File: src/rob_settings.svh
// Reorder buffer settings
`ifndef ROB_SETTINGS_SVH
`define ROB_SETTINGS_SVH

// log2 of the record count, 3 to 5 work
`define ROB_DEPTH_BITS 4

// Result and address width
`define ROB_DATA_W 32

// Register index width
`define ROB_REG_W 5

`endif

File: src/rob_pkg.sv
// Reorder buffer types
`include "rob_settings.svh"

package rob_pkg;

  // Free records sit in IGNORE
  typedef enum logic [1:0] {
    WAITING,
    COMPLETED,
    IGNORE
  } rob_status_e;

  typedef struct packed {
    logic jumps;
    logic writes;
    logic mem;
    logic spec;
  } rob_flags_t;

  typedef struct packed {
    logic                   valid;
    logic [`ROB_DATA_W-1:0] pc;
    logic [`ROB_REG_W-1:0]  rd;
    rob_flags_t             flags;
  } rob_issue_t;

  // Tag is the record index
  typedef struct packed {
    logic                       valid;
    logic [`ROB_DEPTH_BITS-1:0] tag;
    logic [`ROB_DATA_W-1:0]     result;
    logic [`ROB_DATA_W-1:0]     target;
  } rob_complete_t;

  typedef struct packed {
    logic [`ROB_DATA_W-1:0] pc;
    logic [`ROB_DATA_W-1:0] result;
    logic [`ROB_DATA_W-1:0] target;
    logic [`ROB_REG_W-1:0]  rd;
    rob_flags_t             flags;
    rob_status_e            status;
  } rob_record_t;

  typedef struct packed {
    logic [`ROB_DEPTH_BITS-1:0] tag;
    logic [`ROB_DATA_W-1:0]     pc;
    logic [`ROB_DATA_W-1:0]     result;
    logic [`ROB_REG_W-1:0]      rd;
    logic                       reg_write;
    logic                       mem_write;
  } rob_commit_t;

endpackage

File: src/reorder_buffer.sv
// Reorder buffer storage and head control
`timescale 1ns/1ns
`include "rob_settings.svh"

module reorder_buffer (
  input  logic                       cs,
  input  logic                       i_arst_n,
  input  rob_pkg::rob_issue_t        i_issue [2],
  output logic [`ROB_DEPTH_BITS-1:0] o_issue_tag,
  output logic                       o_full,
  input  rob_pkg::rob_complete_t     i_complete [2],
  output logic                       o_head_ready,
  output rob_pkg::rob_record_t       o_head,
  input  logic                       i_spec_clear,
  input  logic                       i_spec_flush,
  output logic                       o_retire_valid,
  output rob_pkg::rob_commit_t       o_retire,
  input  logic                       i_retire_take
);
  import rob_pkg::*;

  localparam int DB = `ROB_DEPTH_BITS;
  localparam int DEPTH = 1 << DB;
  localparam logic [DB:0] FULL_AT = (DB+1)'(DEPTH - 1);

  // Record fields
  logic [`ROB_DATA_W-1:0] pc_q     [DEPTH];
  logic [`ROB_DATA_W-1:0] result_q [DEPTH];
  logic [`ROB_DATA_W-1:0] target_q [DEPTH];
  logic [`ROB_REG_W-1:0]  rd_q     [DEPTH];
  rob_flags_t             flags_q  [DEPTH];
  rob_status_e            status_q [DEPTH];

  logic [DB-1:0] head_q;
  logic [DB-1:0] tail_q;
  logic [DB-1:0] tail_p1;
  logic [DB:0]   count_q;
  logic [DB:0]   issue_n;
  logic          resolved_q;
  logic          issue_ok0;
  logic          issue_ok1;
  logic          head_valid;
  logic          head_advance;
  rob_flags_t    new_flags0;
  rob_flags_t    new_flags1;

  assign tail_p1     = tail_q + 1'b1;
  assign o_issue_tag = tail_q;
  // Full once fewer than two records are free
  assign o_full      = (count_q >= FULL_AT);

  assign issue_ok0 = i_issue[0].valid && !o_full;
  assign issue_ok1 = issue_ok0 && i_issue[1].valid;
  assign issue_n   = {{DB{1'b0}}, issue_ok0} + {{DB{1'b0}}, issue_ok1};

  // Resolution in the issue cycle applies to the new records too
  always_comb begin
    new_flags0      = i_issue[0].flags;
    new_flags0.spec = i_issue[0].flags.spec && !i_spec_clear;
    new_flags1      = i_issue[1].flags;
    new_flags1.spec = i_issue[1].flags.spec && !i_spec_clear;
  end

  assign head_valid = (count_q != '0);

  always_comb begin
    o_retire_valid = 1'b0;
    if (head_valid && status_q[head_q] == COMPLETED) begin
      if (!flags_q[head_q].jumps) begin
        o_retire_valid = 1'b1;
      end else begin
        // Jumps wait for the branch check
        o_retire_valid = resolved_q || i_spec_clear || i_spec_flush;
      end
    end
  end

  assign head_advance = head_valid &&
                        (status_q[head_q] == IGNORE || (o_retire_valid && i_retire_take));
  assign o_head_ready = head_valid && !resolved_q;

  assign o_head = '{pc: pc_q[head_q], result: result_q[head_q], target: target_q[head_q],
                    rd: rd_q[head_q], flags: flags_q[head_q], status: status_q[head_q]};

  assign o_retire = '{tag: head_q, pc: pc_q[head_q], result: result_q[head_q],
                      rd: rd_q[head_q], reg_write: flags_q[head_q].writes,
                      mem_write: flags_q[head_q].mem & flags_q[head_q].writes};

  // Payload writes
  always_ff @(posedge cs) begin
    if (i_spec_clear) begin
      for (int i = 0; i < DEPTH; i++) begin
        flags_q[i].spec <= 1'b0;
      end
    end
    for (int p = 0; p < 2; p++) begin
      if (i_complete[p].valid) begin
        result_q[i_complete[p].tag] <= i_complete[p].result;
        target_q[i_complete[p].tag] <= i_complete[p].target;
      end
    end
    if (issue_ok0) begin
      pc_q[tail_q]    <= i_issue[0].pc;
      rd_q[tail_q]    <= i_issue[0].rd;
      flags_q[tail_q] <= new_flags0;
    end
    if (issue_ok1) begin
      pc_q[tail_p1]    <= i_issue[1].pc;
      rd_q[tail_p1]    <= i_issue[1].rd;
      flags_q[tail_p1] <= new_flags1;
    end
  end

  // Record status, later updates take priority
  always_ff @(posedge cs or negedge i_arst_n) begin
    if (!i_arst_n) begin
      for (int i = 0; i < DEPTH; i++) begin
        status_q[i] <= IGNORE;
      end
    end else begin
      for (int p = 0; p < 2; p++) begin
        if (i_complete[p].valid && status_q[i_complete[p].tag] != IGNORE) begin
          status_q[i_complete[p].tag] <= COMPLETED;
        end
      end
      if (head_advance) begin
        status_q[head_q] <= IGNORE;
      end
      if (i_spec_flush) begin
        // The resolving jump itself stays
        for (int i = 0; i < DEPTH; i++) begin
          if (flags_q[i].spec && DB'(i) != head_q) begin
            status_q[i] <= IGNORE;
          end
        end
      end
      if (issue_ok0) begin
        status_q[tail_q] <= (i_spec_flush && i_issue[0].flags.spec) ? IGNORE : WAITING;
      end
      if (issue_ok1) begin
        status_q[tail_p1] <= (i_spec_flush && i_issue[1].flags.spec) ? IGNORE : WAITING;
      end
    end
  end

  always_ff @(posedge cs or negedge i_arst_n) begin
    if (!i_arst_n) begin
      head_q     <= '0;
      tail_q     <= '0;
      count_q    <= '0;
      resolved_q <= 1'b0;
    end else begin
      tail_q  <= tail_q + issue_n[DB-1:0];
      count_q <= count_q + issue_n - {{DB{1'b0}}, head_advance};
      if (head_advance) begin
        head_q     <= head_q + 1'b1;
        resolved_q <= 1'b0;
      end else if (i_spec_clear || i_spec_flush) begin
        resolved_q <= 1'b1;
      end
    end
  end

  // Issue slots fill in order
  a_issue_order: assert property (@(posedge cs) disable iff (!i_arst_n)
    i_issue[1].valid |-> i_issue[0].valid);

  for (genvar p = 0; p < 2; p++) begin : g_cpl_chk
    a_cpl_live: assert property (@(posedge cs) disable iff (!i_arst_n)
      i_complete[p].valid |-> status_q[i_complete[p].tag] != IGNORE);
  end

  a_count_max: assert property (@(posedge cs) disable iff (!i_arst_n)
    count_q <= (DB+1)'(DEPTH));

endmodule

File: src/branch_check.sv
// Jump resolution at the buffer head
`timescale 1ns/1ns
`include "rob_settings.svh"

module branch_check (
  input  logic                   cs,
  input  logic                   i_arst_n,
  input  logic                   i_head_ready,
  input  rob_pkg::rob_record_t   i_head,
  output logic                   o_spec_clear,
  output logic                   o_spec_flush,
  output logic                   o_redirect_valid,
  output logic [`ROB_DATA_W-1:0] o_redirect_pc
);
  import rob_pkg::*;

  logic                   decide;
  logic                   falls_through;
  logic [`ROB_DATA_W-1:0] next_pc;

  // One decision per jump, none while the last one is out
  assign decide = i_head_ready && i_head.flags.jumps && (i_head.status == COMPLETED) &&
                  !(o_spec_clear || o_spec_flush);

  assign next_pc       = i_head.pc + 3'd4;
  assign falls_through = (i_head.target == next_pc);

  always_ff @(posedge cs or negedge i_arst_n) begin
    if (!i_arst_n) begin
      o_spec_clear <= 1'b0;
      o_spec_flush <= 1'b0;
    end else begin
      o_spec_clear <= decide && falls_through;
      o_spec_flush <= decide && !falls_through;
    end
  end

  always_ff @(posedge cs) begin
    if (decide && !falls_through) begin
      o_redirect_pc <= i_head.target;
    end
  end

  // Redirect goes out with the flush
  assign o_redirect_valid = o_spec_flush;

  a_one_outcome: assert property (@(posedge cs) disable iff (!i_arst_n)
    !(o_spec_clear && o_spec_flush));

endmodule

File: src/commit_arbiter.sv
// Dual commit bus sequencer
`timescale 1ns/1ns

module commit_arbiter (
  input  logic                 cs,
  input  logic                 i_arst_n,
  input  logic                 i_retire_valid,
  input  rob_pkg::rob_commit_t i_retire,
  output logic                 o_retire_take,
  output logic                 o_commit_req [2],
  output rob_pkg::rob_commit_t o_commit [2],
  input  logic                 i_commit_ack [2]
);
  import rob_pkg::*;

  // Handshake phases
  localparam logic [1:0] PH_IDLE = 2'd0;
  localparam logic [1:0] PH_REQ  = 2'd1;
  localparam logic [1:0] PH_DROP = 2'd2;

  logic [1:0]  phase_q [2];
  rob_commit_t hold_q  [2];
  logic [1:0]  bus_free;
  logic [1:0]  bus_load;

  // Lower idle bus wins
  assign o_retire_take = i_retire_valid && (bus_free != 2'b00);
  assign bus_load[0]   = o_retire_take && bus_free[0];
  assign bus_load[1]   = o_retire_take && !bus_free[0];

  for (genvar b = 0; b < 2; b++) begin : g_bus
    // Free only with req and ack both low
    assign bus_free[b] = (phase_q[b] == PH_IDLE) && !i_commit_ack[b];

    always_ff @(posedge cs or negedge i_arst_n) begin
      if (!i_arst_n) begin
        phase_q[b] <= PH_IDLE;
      end else begin
        case (phase_q[b])
          PH_IDLE: if (bus_load[b]) phase_q[b] <= PH_REQ;
          PH_REQ:  if (i_commit_ack[b]) phase_q[b] <= PH_DROP;
          PH_DROP: if (!i_commit_ack[b]) phase_q[b] <= PH_IDLE;
          default: phase_q[b] <= PH_IDLE;
        endcase
      end
    end

    always_ff @(posedge cs) begin
      if (bus_load[b]) begin
        hold_q[b] <= i_retire;
      end
    end

    assign o_commit_req[b] = (phase_q[b] == PH_REQ);
    assign o_commit[b]     = hold_q[b];

    a_req_held: assert property (@(posedge cs) disable iff (!i_arst_n)
      $fell(o_commit_req[b]) |-> $past(i_commit_ack[b]));

    a_data_stable: assert property (@(posedge cs) disable iff (!i_arst_n)
      o_commit_req[b] && $past(o_commit_req[b]) |-> $stable(o_commit[b]));
  end

endmodule

File: src/rob_top.sv
// Reorder buffer subsystem top
`timescale 1ns/1ns
`include "rob_settings.svh"

module rob_top (
  input  logic                       cs,
  input  logic                       i_arst_n,
  input  rob_pkg::rob_issue_t        i_issue [2],
  output logic [`ROB_DEPTH_BITS-1:0] o_issue_tag,
  output logic                       o_full,
  input  rob_pkg::rob_complete_t     i_complete [2],
  output logic                       o_commit_req [2],
  output rob_pkg::rob_commit_t       o_commit [2],
  input  logic                       i_commit_ack [2],
  output logic                       o_redirect_valid,
  output logic [`ROB_DATA_W-1:0]     o_redirect_pc
);
  import rob_pkg::*;

  // Head to branch check
  logic        head_ready;
  rob_record_t head;
  logic        spec_clear;
  logic        spec_flush;

  // Retirement to the commit buses
  logic        retire_valid;
  rob_commit_t retire;
  logic        retire_take;

  reorder_buffer u_rob (
    .cs             (cs),
    .i_arst_n       (i_arst_n),
    .i_issue        (i_issue),
    .o_issue_tag    (o_issue_tag),
    .o_full         (o_full),
    .i_complete     (i_complete),
    .o_head_ready   (head_ready),
    .o_head         (head),
    .i_spec_clear   (spec_clear),
    .i_spec_flush   (spec_flush),
    .o_retire_valid (retire_valid),
    .o_retire       (retire),
    .i_retire_take  (retire_take)
  );

  branch_check u_branch (
    .cs               (cs),
    .i_arst_n         (i_arst_n),
    .i_head_ready     (head_ready),
    .i_head           (head),
    .o_spec_clear     (spec_clear),
    .o_spec_flush     (spec_flush),
    .o_redirect_valid (o_redirect_valid),
    .o_redirect_pc    (o_redirect_pc)
  );

  commit_arbiter u_arbiter (
    .cs             (cs),
    .i_arst_n       (i_arst_n),
    .i_retire_valid (retire_valid),
    .i_retire       (retire),
    .o_retire_take  (retire_take),
    .o_commit_req   (o_commit_req),
    .o_commit       (o_commit),
    .i_commit_ack   (i_commit_ack)
  );

endmodule

File: config.mk
export PLATFORM = sky130hd
export DESIGN_NAME = rob_top
export DESIGN_NICKNAME = d
export VERILOG_FILES = /design/src/rob_pkg.sv /design/src/reorder_buffer.sv /design/src/branch_check.sv /design/src/commit_arbiter.sv /design/src/rob_top.sv
export VERILOG_INCLUDE_DIRS = /design/src
export SDC_FILE = /design/constraint.sdc
export NUM_CORES = 2
export LEC_CHECK = 0
export BUFFER_PORTS_ARGS = -buffer_cell sky130_fd_sc_hd__buf_4
export CAP_MARGIN = 30
export CORE_MARGIN = 3
export CORE_UTILIZATION = 62
export CTS_CLUSTER_DIAMETER = 50
export DETAILED_ROUTE_END_ITERATION = 6
export GPL_ROUTABILITY_DRIVEN = 0
export PLACE_DENSITY = 0.8
export RECOVER_POWER = 100
export SLEW_MARGIN = 5
export SYNTH_ARGS = -nofsm -noshare
export SYNTH_HDL_FRONTEND = slang
export SYNTH_SLANG_ARGS = --single-unit
File: constraint.sdc
create_clock -name cs -period 8.3 [get_ports cs]
set_input_delay 0 -clock cs [delete_from_list [all_inputs] [get_ports cs]]
set_output_delay 0 -clock cs [all_outputs]
set_load 0.05 [all_outputs]
**After elaboration in Yosys (flattened, before gate mapping)**

Memories as Yosys holds them, arrays and structs flattened.
Index checks and enable logic that the tools add are counted.
Widths: inputs -> output; s select.

- Memory bits (read-only): 0
- Memories kept: 6
- Bits of input ports: 226
- Bits in writable memories: 1830
- Bits in latches: 0
- Bits in registers: 84
- Logic and storage cells: 232

- Bitwise logic cells: 15
- Multipliers: 0
- Add/sub/neg operators: 7
- Reductions and logical operators: 64
- Equal/unequal tests: 30
- Divide/modulo/power cells: 0
- Magnitude comparators: 11
- Shifts and indexed selects: 0
- Muxes and demuxes: 74

Memories:

| memory | words | width | read ports | clocked after memory_dff | wr ports | line | RTL |
|---|---|---|---|---|---|---|---|
| u_rob.pc_q | 16 | 32 | 1 | 0 | 2 | reorder_buffer.sv:27 | `` logic [`ROB_DATA_W-1:0] pc_q [DEPTH]; `` |
| u_rob.result_q | 16 | 32 | 1 | 0 | 2 | reorder_buffer.sv:28 | `` logic [`ROB_DATA_W-1:0] result_q [DEPTH]; `` |
| u_rob.target_q | 16 | 32 | 1 | 0 | 2 | reorder_buffer.sv:29 | `` logic [`ROB_DATA_W-1:0] target_q [DEPTH]; `` |
| u_arbiter.hold_q | 2 | 75 | 2 | 0 | 1 | commit_arbiter.sv:22 | `rob_commit_t hold_q [2];` |
| u_rob.rd_q | 16 | 5 | 1 | 0 | 2 | reorder_buffer.sv:30 | `` logic [`ROB_REG_W-1:0] rd_q [DEPTH]; `` |
| u_rob.flags_q | 16 | 4 | 17 | 0 | 18 | reorder_buffer.sv:31 | `rob_flags_t flags_q [DEPTH];` |

Operators with widths:

| cell | count |
|---|---|
| $mux 32 | 6 |
| $mux 75 | 1 |
| $reduce_or 75->1 | 1 |
| $mux 2 | 35 |
| $bwmux 32 | 2 |
| $and 16x16->16 | 3 |
| $not 16->16 | 3 |
| $or 16x16->16 | 3 |
| $logic_and 1x1->1 | 43 |
| $demux 2 s4 | 5 |
| $add 32x3->32 const B | 1 |
| $eq 32x32->1 | 1 |
| $ne 4x4->1 const A | 8 |
| $ge 5x5->1 const B | 5 |
| $lt 5x1->1 const B | 5 |
| $not 4->5 | 5 |
| $bmux 2 s4 | 3 |
| $mux 1 | 20 |
| $ne 3x4->1 const A | 4 |
| $pmux 2 s3 | 2 |
| $add 4x1->4 const B | 2 |
| $logic_not 1->1 | 8 |
| $ne 2x1->1 const B | 4 |
| $ne 2x2->1 const B | 4 |
| other kinds (16) | 27 |

**Logic depth before layout (Yosys ltp)**

- Word-level depth: 18
- Depth in mapped cells: 17

**Modules after synthesis**

A second synthesis with hierarchy kept.

- Cell total of the unflattened synthesis: 6764
- Area, all modules: 95182.5 µm²

By module, submodules not included:

| module | area an instance (µm²) | times used | sequential area each (µm²) | cells an instance |
|---|---|---|---|---|
| reorder_buffer | 88353.5 | 1 | 51619.5 | 6402 |
| commit_arbiter | 4709.5 | 1 | 4604.4 | 170 |
| branch_check | 2119.5 | 1 | 1011.0 | 192 |

**Worst setup path before layout**

Ideal clock, no wire load.

- Path type: flip-flop to flip-flop
- From: reg u_rob.head_q[0]
- To: mem u_arbiter.hold_q[0][100] in the netlist's numbering (enable)
- Required time: 7791 ps
- Setup slack: 2344 ps
- Clock period less this slack: 5956 ps
- Library setup time: 509 ps
- Arrival time: 5448 ps
- Stages on the path, launching flop included: 9
- Path through: dfrtp_1 buf_6 buf_6 buf_4 mux4_2 mux4_2 nor3b_2 nand3b_1 nor2_1

- Word-level cells in the longest chain between the ends: 13

RTL lines:

| item | line | RTL |
|---|---|---|
| from (decl) | reorder_buffer.sv:34 | `logic [DB-1:0] head_q;` |
| from (signal assigned) | reorder_buffer.sv:156 | `head_q <= head_q + 1'b1;` |
| $not 4->5 (not written as such) | reorder_buffer.sv:68 | `if (head_valid && status_q[head_q] == COMPLETED) begin` |
| $bmux 2 s4 | reorder_buffer.sv:68 |  |
| $mux 2 (not written as such) (2 in a row) | reorder_buffer.sv:68 |  |
| $eq 2x1->1 | reorder_buffer.sv:68 |  |
| $logic_and 1x1->1 | reorder_buffer.sv:68 |  |
| $mux 1 (*) | reorder_buffer.sv:68 |  |
| $logic_and 1x1->1 (*) | commit_arbiter.sv:27 | `assign o_retire_take = i_retire_valid && (bus_free != 2'b00);` |
| $logic_and 1x1->1 (*) | commit_arbiter.sv:29 | `assign bus_load[1] = o_retire_take && !bus_free[0];` |
| named net u_arbiter.bus_load[1] | commit_arbiter.sv:24 | `logic [1:0] bus_load;` |
| $mux 1 (*) | commit_arbiter.sv:49 | `if (bus_load[b]) begin` |
| $mux 1 (not written as such) (*) | commit_arbiter.sv:50 | `hold_q[b] <= i_retire;` |
| $reduce_or 75->1 (no line) | -- |  |
| $mux 1 (no line) | -- |  |
| to (decl) | commit_arbiter.sv:22 |  |

The timed path passes the listed nets; every way through them passes the cells marked *. The select of a mux whose other input is x is not followed.

**Worst setup path after layout**

- From: reg u_rob.head_q[1]
- To: mem u_arbiter.hold_q[0][15] in the netlist's numbering (enable)

RTL lines:

| item | line | RTL |
|---|---|---|
| $not 4->5 (not written as such) | reorder_buffer.sv:68 |  |
| $bmux 2 s4 | reorder_buffer.sv:68 |  |
| $mux 2 (not written as such) (2 in a row) | reorder_buffer.sv:68 |  |
| $eq 2x1->1 | reorder_buffer.sv:68 |  |
| $logic_and 1x1->1 | reorder_buffer.sv:68 |  |
| $mux 1 (*) | reorder_buffer.sv:68 |  |
| $logic_and 1x1->1 (*) | commit_arbiter.sv:27 |  |
| $logic_and 1x1->1 (*) | commit_arbiter.sv:28 | `assign bus_load[0] = o_retire_take && bus_free[0];` |
| named net u_arbiter.bus_load[0] | commit_arbiter.sv:24 |  |
| $mux 1 (*) | commit_arbiter.sv:49 |  |
| $mux 1 (not written as such) (*) | commit_arbiter.sv:50 |  |
| $mux 1 (no line) (*) | -- |  |

Marks and branches as above.

==> results.json <==
{
  "status": "finished with violations",
  "violations": "design-rule violations, max-capacitance violations, max-slew violations",
  "grt_overflow_total": 0,
  "postCtsSetupRepairBufs": 0,
  "highest_layer": "met5",
  "fin_tns_setup_ns": 0,
  "syn-num-nets": 7237,
  "ff2ff_path_depth": 7,
  "clock_skew_ns": 0.0829,
  "drt-initial-drc-count": 11500,
  "holdPathEnd": "u_rob.status_q[20]$_DFF_PN0_",
  "via_count": 67100,
  "cts.sinks": 1914,
  "nets": 7690,
  "fmax_mhz": 132,
  "met2_length_um": 141000,
  "portBuffers": 415,
  "grt_pass1_vias": 66900,
  "wl_per_cell_um": 32.5,
  "pin_count": 416,
  "finalHoldViolCount": 0,
  "syn_avg_cell_area_um2": 13.5,
  "ys_types": 67,
  "power_density_mw_per_mm2": 296,
  "ctsHoldBuffers": 343,
  "rsz0062_at_grt": "no",
  "tightest_slew_ns": 4.63,
  "route.met3.wl_um": 52200,
  "synth-main-ff-cell": "edfxtp_1",
  "m1WireLength_um": 99500,
  "grt_use_total_pct": 39.7,
  "grt_first_pass_wirelength_um": 452000,
  "ys_warn_count": 0,
  "p_switching_mw": 10.7,
  "die_h_um": 397,
  "crit_path_end_kind": "flip-flop",
  "cp_max_fo": 50,
  "initial_core_util_pct": 62.8,
  "dr.pass1.iters": 7,
  "syn_to_final_growth_pct": 14.0,
  "insertion_delay_ns": 0.88,
  "reg2reg_to": "u_arbiter.hold_q[0][15]$_DFFE_PP_",
  "cts_tree": "built",
  "critPathKind": "reg2reg",
  "hp-class": "in2reg",
  "p_leak_nw": 39.3,
  "p_int_mw": 21.2,
  "maxSlewHeadroom_pct": -209,
  "whs_ns": 0.00364,
  "worstPathRequired_ns": 8.56,
  "clkTransAtPathRegs_ns": 0.06,
  "yosysTopAreaCell": "edfxtp_1",
  "pwr-share-clk_pct": 28.5,
  "hold-path-cell-count": 6,
  "async_reset_ff_share_pct": 2.72,
  "seq_area_frac_synth_pct": 60.5,
  "synth_area_mm2": 0.0946,
  "yosysMostFrequentCell": "nand2_1",
  "synth.area.top_cells": "edfxtp_1 (59%), mux4_2 (11%), mux2_2 (10%)",
  "ys_seq_elements": 1914,
  "seq_power_share_pct": 39.0,
  "cts-buffers-inserted": 199,
  "rows": 142,
  "synth_top_cell_area_share_pct": 59.1,
  "clockBufferDepth": 3,
  "p_comb_share_pct": 32.5,
  "place_hpwl_um": 170000,
  "drv_slew": 3515,
  "finalCritPeriodShare_pct": 91.0,
  "drt_wl_total_um": 314000,
  "drive_gt1_share_pct": 25.6,
  "core_area_mm2": 0.151,
  "syn_inst": 6993,
  "critPathArrivalTime_ns": 7.82,
  "peakVddDrop_uv": 283,
  "clock-root-buffer": "clkbuf_16",
  "setup_viol": 0,
  "switching_share_pct": 33.5,
  "synth-edff-count": 1862,
  "cap_violations": 110,
  "vias_per_cell": 6.95,
  "worstHoldStart": "i_complete[136]",
  "r2r_slack_ns": 0.75,
  "drc": 4,
  "fillerInstances": 9621,
  "antenna_left": 0,
  "dieArea_mm2": 0.157,
  "synth_common_cells": "nand2_1 (2383), edfxtp_1 (1862), mux2_2 (870), clkbuf_1 (529), mux4_2 (467)",
  "die_w_um": 397,
  "period_needed_ns": 7.55,
  "grt_max_degree": 118,
  "timing.rr.start": "u_rob.head_q[1]$_DFFE_PN0N_",
  "cts_resized": 0,
  "antenna_found_initial": 38,
  "htree_levels": 4,
  "cp-start-kind": "flip-flop"
}
[cells in the final DEF (no fill, tap or decap), types with 35 or more instances in the layout]
cell           instances
nand2_1             2372
edfxtp_1            1862
mux2_2               858
mux4_2               467
dlygate4sd3_1        342
clkbuf_1             321
buf_4                252
clkbuf_16            205
nor2_1                68
nand3_1               60
a22oi_1               53
a22o_1                48
o22ai_1               46
o21ai_0               44
clkinv_2              43
inv_1                 41
mux4_1                40
nor3_1                35
[cell families (layout without fill, tap and decap cells)]
| family | count (synthesis) | in the layout | synth area share (%) |
|---|---|---|---|
| adder cells (fa/ha/maj) | 18 | 18 | 0.254 |
| XOR/XNOR | 50 | 50 | 0.463 |
| AO/OA/AOI/OAI | 258 | 258 | 1.87 |
| multiplexers | 1382 | 1382 | 22.6 |
| AND/OR/NAND/NOR | 2682 | 2682 | 11.2 |
| flip-flops | 1914 | 1914 | 60.5 |
| buffers and inverters | 689 | 1310 | 3.10 |
| other | 0 | 29 | 0 |
[how the worst max path moves through the flow]
| stage | cells past startpoint | slack (ns) | from | to |
|---|---|---|---|---|
| floorplan | 8 | 2.34 | u_rob.head_q[0]$_DFFE_PN0N_ | u_arbiter.hold_q[0][100]$_DFFE_PP_ |
| global placement | 13 | 2.17 | u_rob.head_q[3]$_DFFE_PN0N_ | u_branch.o_redirect_pc[29]$_DFFE_PP_ |
| detailed placement | 13 | 2.06 | u_rob.head_q[3]$_DFFE_PN0N_ | u_branch.o_redirect_pc[16]$_DFFE_PP_ |
| CTS | 13 | 2.03 | u_rob.head_q[3]$_DFFE_PN0N_ | u_branch.o_redirect_pc[16]$_DFFE_PP_ |
| global route | 7 | 0.86 | u_rob.head_q[1]$_DFFE_PN0N_ | u_arbiter.hold_q[0][20]$_DFFE_PP_ |
| finish | 7 | 0.75 | u_rob.head_q[1]$_DFFE_PN0N_ | u_arbiter.hold_q[0][15]$_DFFE_PP_ |
[registers in the layout, summed over array words and instances, names as in the netlist]
signal                     count
u_rob.target_q               512
u_rob.count_q                  5
u_arbiter.phase_q              4
u_rob.flags_q                 64
u_rob.status_q                32
u_arbiter.hold_q             150
u_branch.o_redirect_valid      1
u_rob.pc_q                   512
u_rob.head_q                   4
u_rob.result_q               512
u_branch.o_spec_clear          1
u_rob.resolved_q               1
u_rob.rd_q                    80
u_rob.o_issue_tag              4
u_branch.o_redirect_pc        32
[layout make-up]
cell class / count / area, um^2 / area share [%]
Sequential cell: 1914 / 57200 / 53.1
Multi-Input combinational cell: 4390 / 34500 / 32.0
Timing Repair Buffer: 898 / 6730 / 6.24
Clock buffer: 246 / 5290 / 4.91
Tap cell: 2016 / 2520 / 2.34
Clock inverter: 123 / 1280 / 1.19
Inverter: 43 / 163 / 0.151
Antenna cell: 29 / 72.6 / 0.0673
[power groups by stage]
stage | Sequential, mW | Combinational (mW) | Clock, mW
after floorplan | 12.8 | 6.74 | 0
after global placement | 12.6 | 9.71 | 0
after detailed placement | 12.5 | 9.99 | 0
after CTS | 12.4 | 10.2 | 9.04
after global routing | 12.5 | 10.8 | 9.42
final | 12.4 | 10.4 | 9.08
[layer usage]
metal | vias to the layer above | GRT usage, %
li1 | 26600 | -
met1 | 32500 | 50.2
met2 | 6473 | 59.8
met3 | 1477 | 14.2
met4 | 22 | 22.5
met5 | - | 0
[metrics by stage]
step	util (%)	instances	setup slack, ns	area [um^2]	power (mW)
6_report	71.6	9659	0.747	108000	31.9
3_3_place_gp	65.7	8896	2.17	98900	22.3
3_5_place_dp	66.0	8914	2.06	99400	22.5
4_1_cts	72.6	9626	2.03	109000	31.6
5_1_grt	71.5	9639	0.856	108000	32.7
2_1_floorplan	-	6993	2.34	94600	19.5
[worst max-delay path, stage by stage (launching register included)]
cell and delay [ns]:
dfrtp_1 1.30, buf_4 0.82, mux4_2 0.43, mux4_2 0.53, nor3b_1 0.21, nand3b_1 0.21
clkinvlp_2 1.97, clkbuf_2 1.27
Note: power is estimated with default switching activity, not from simulation.
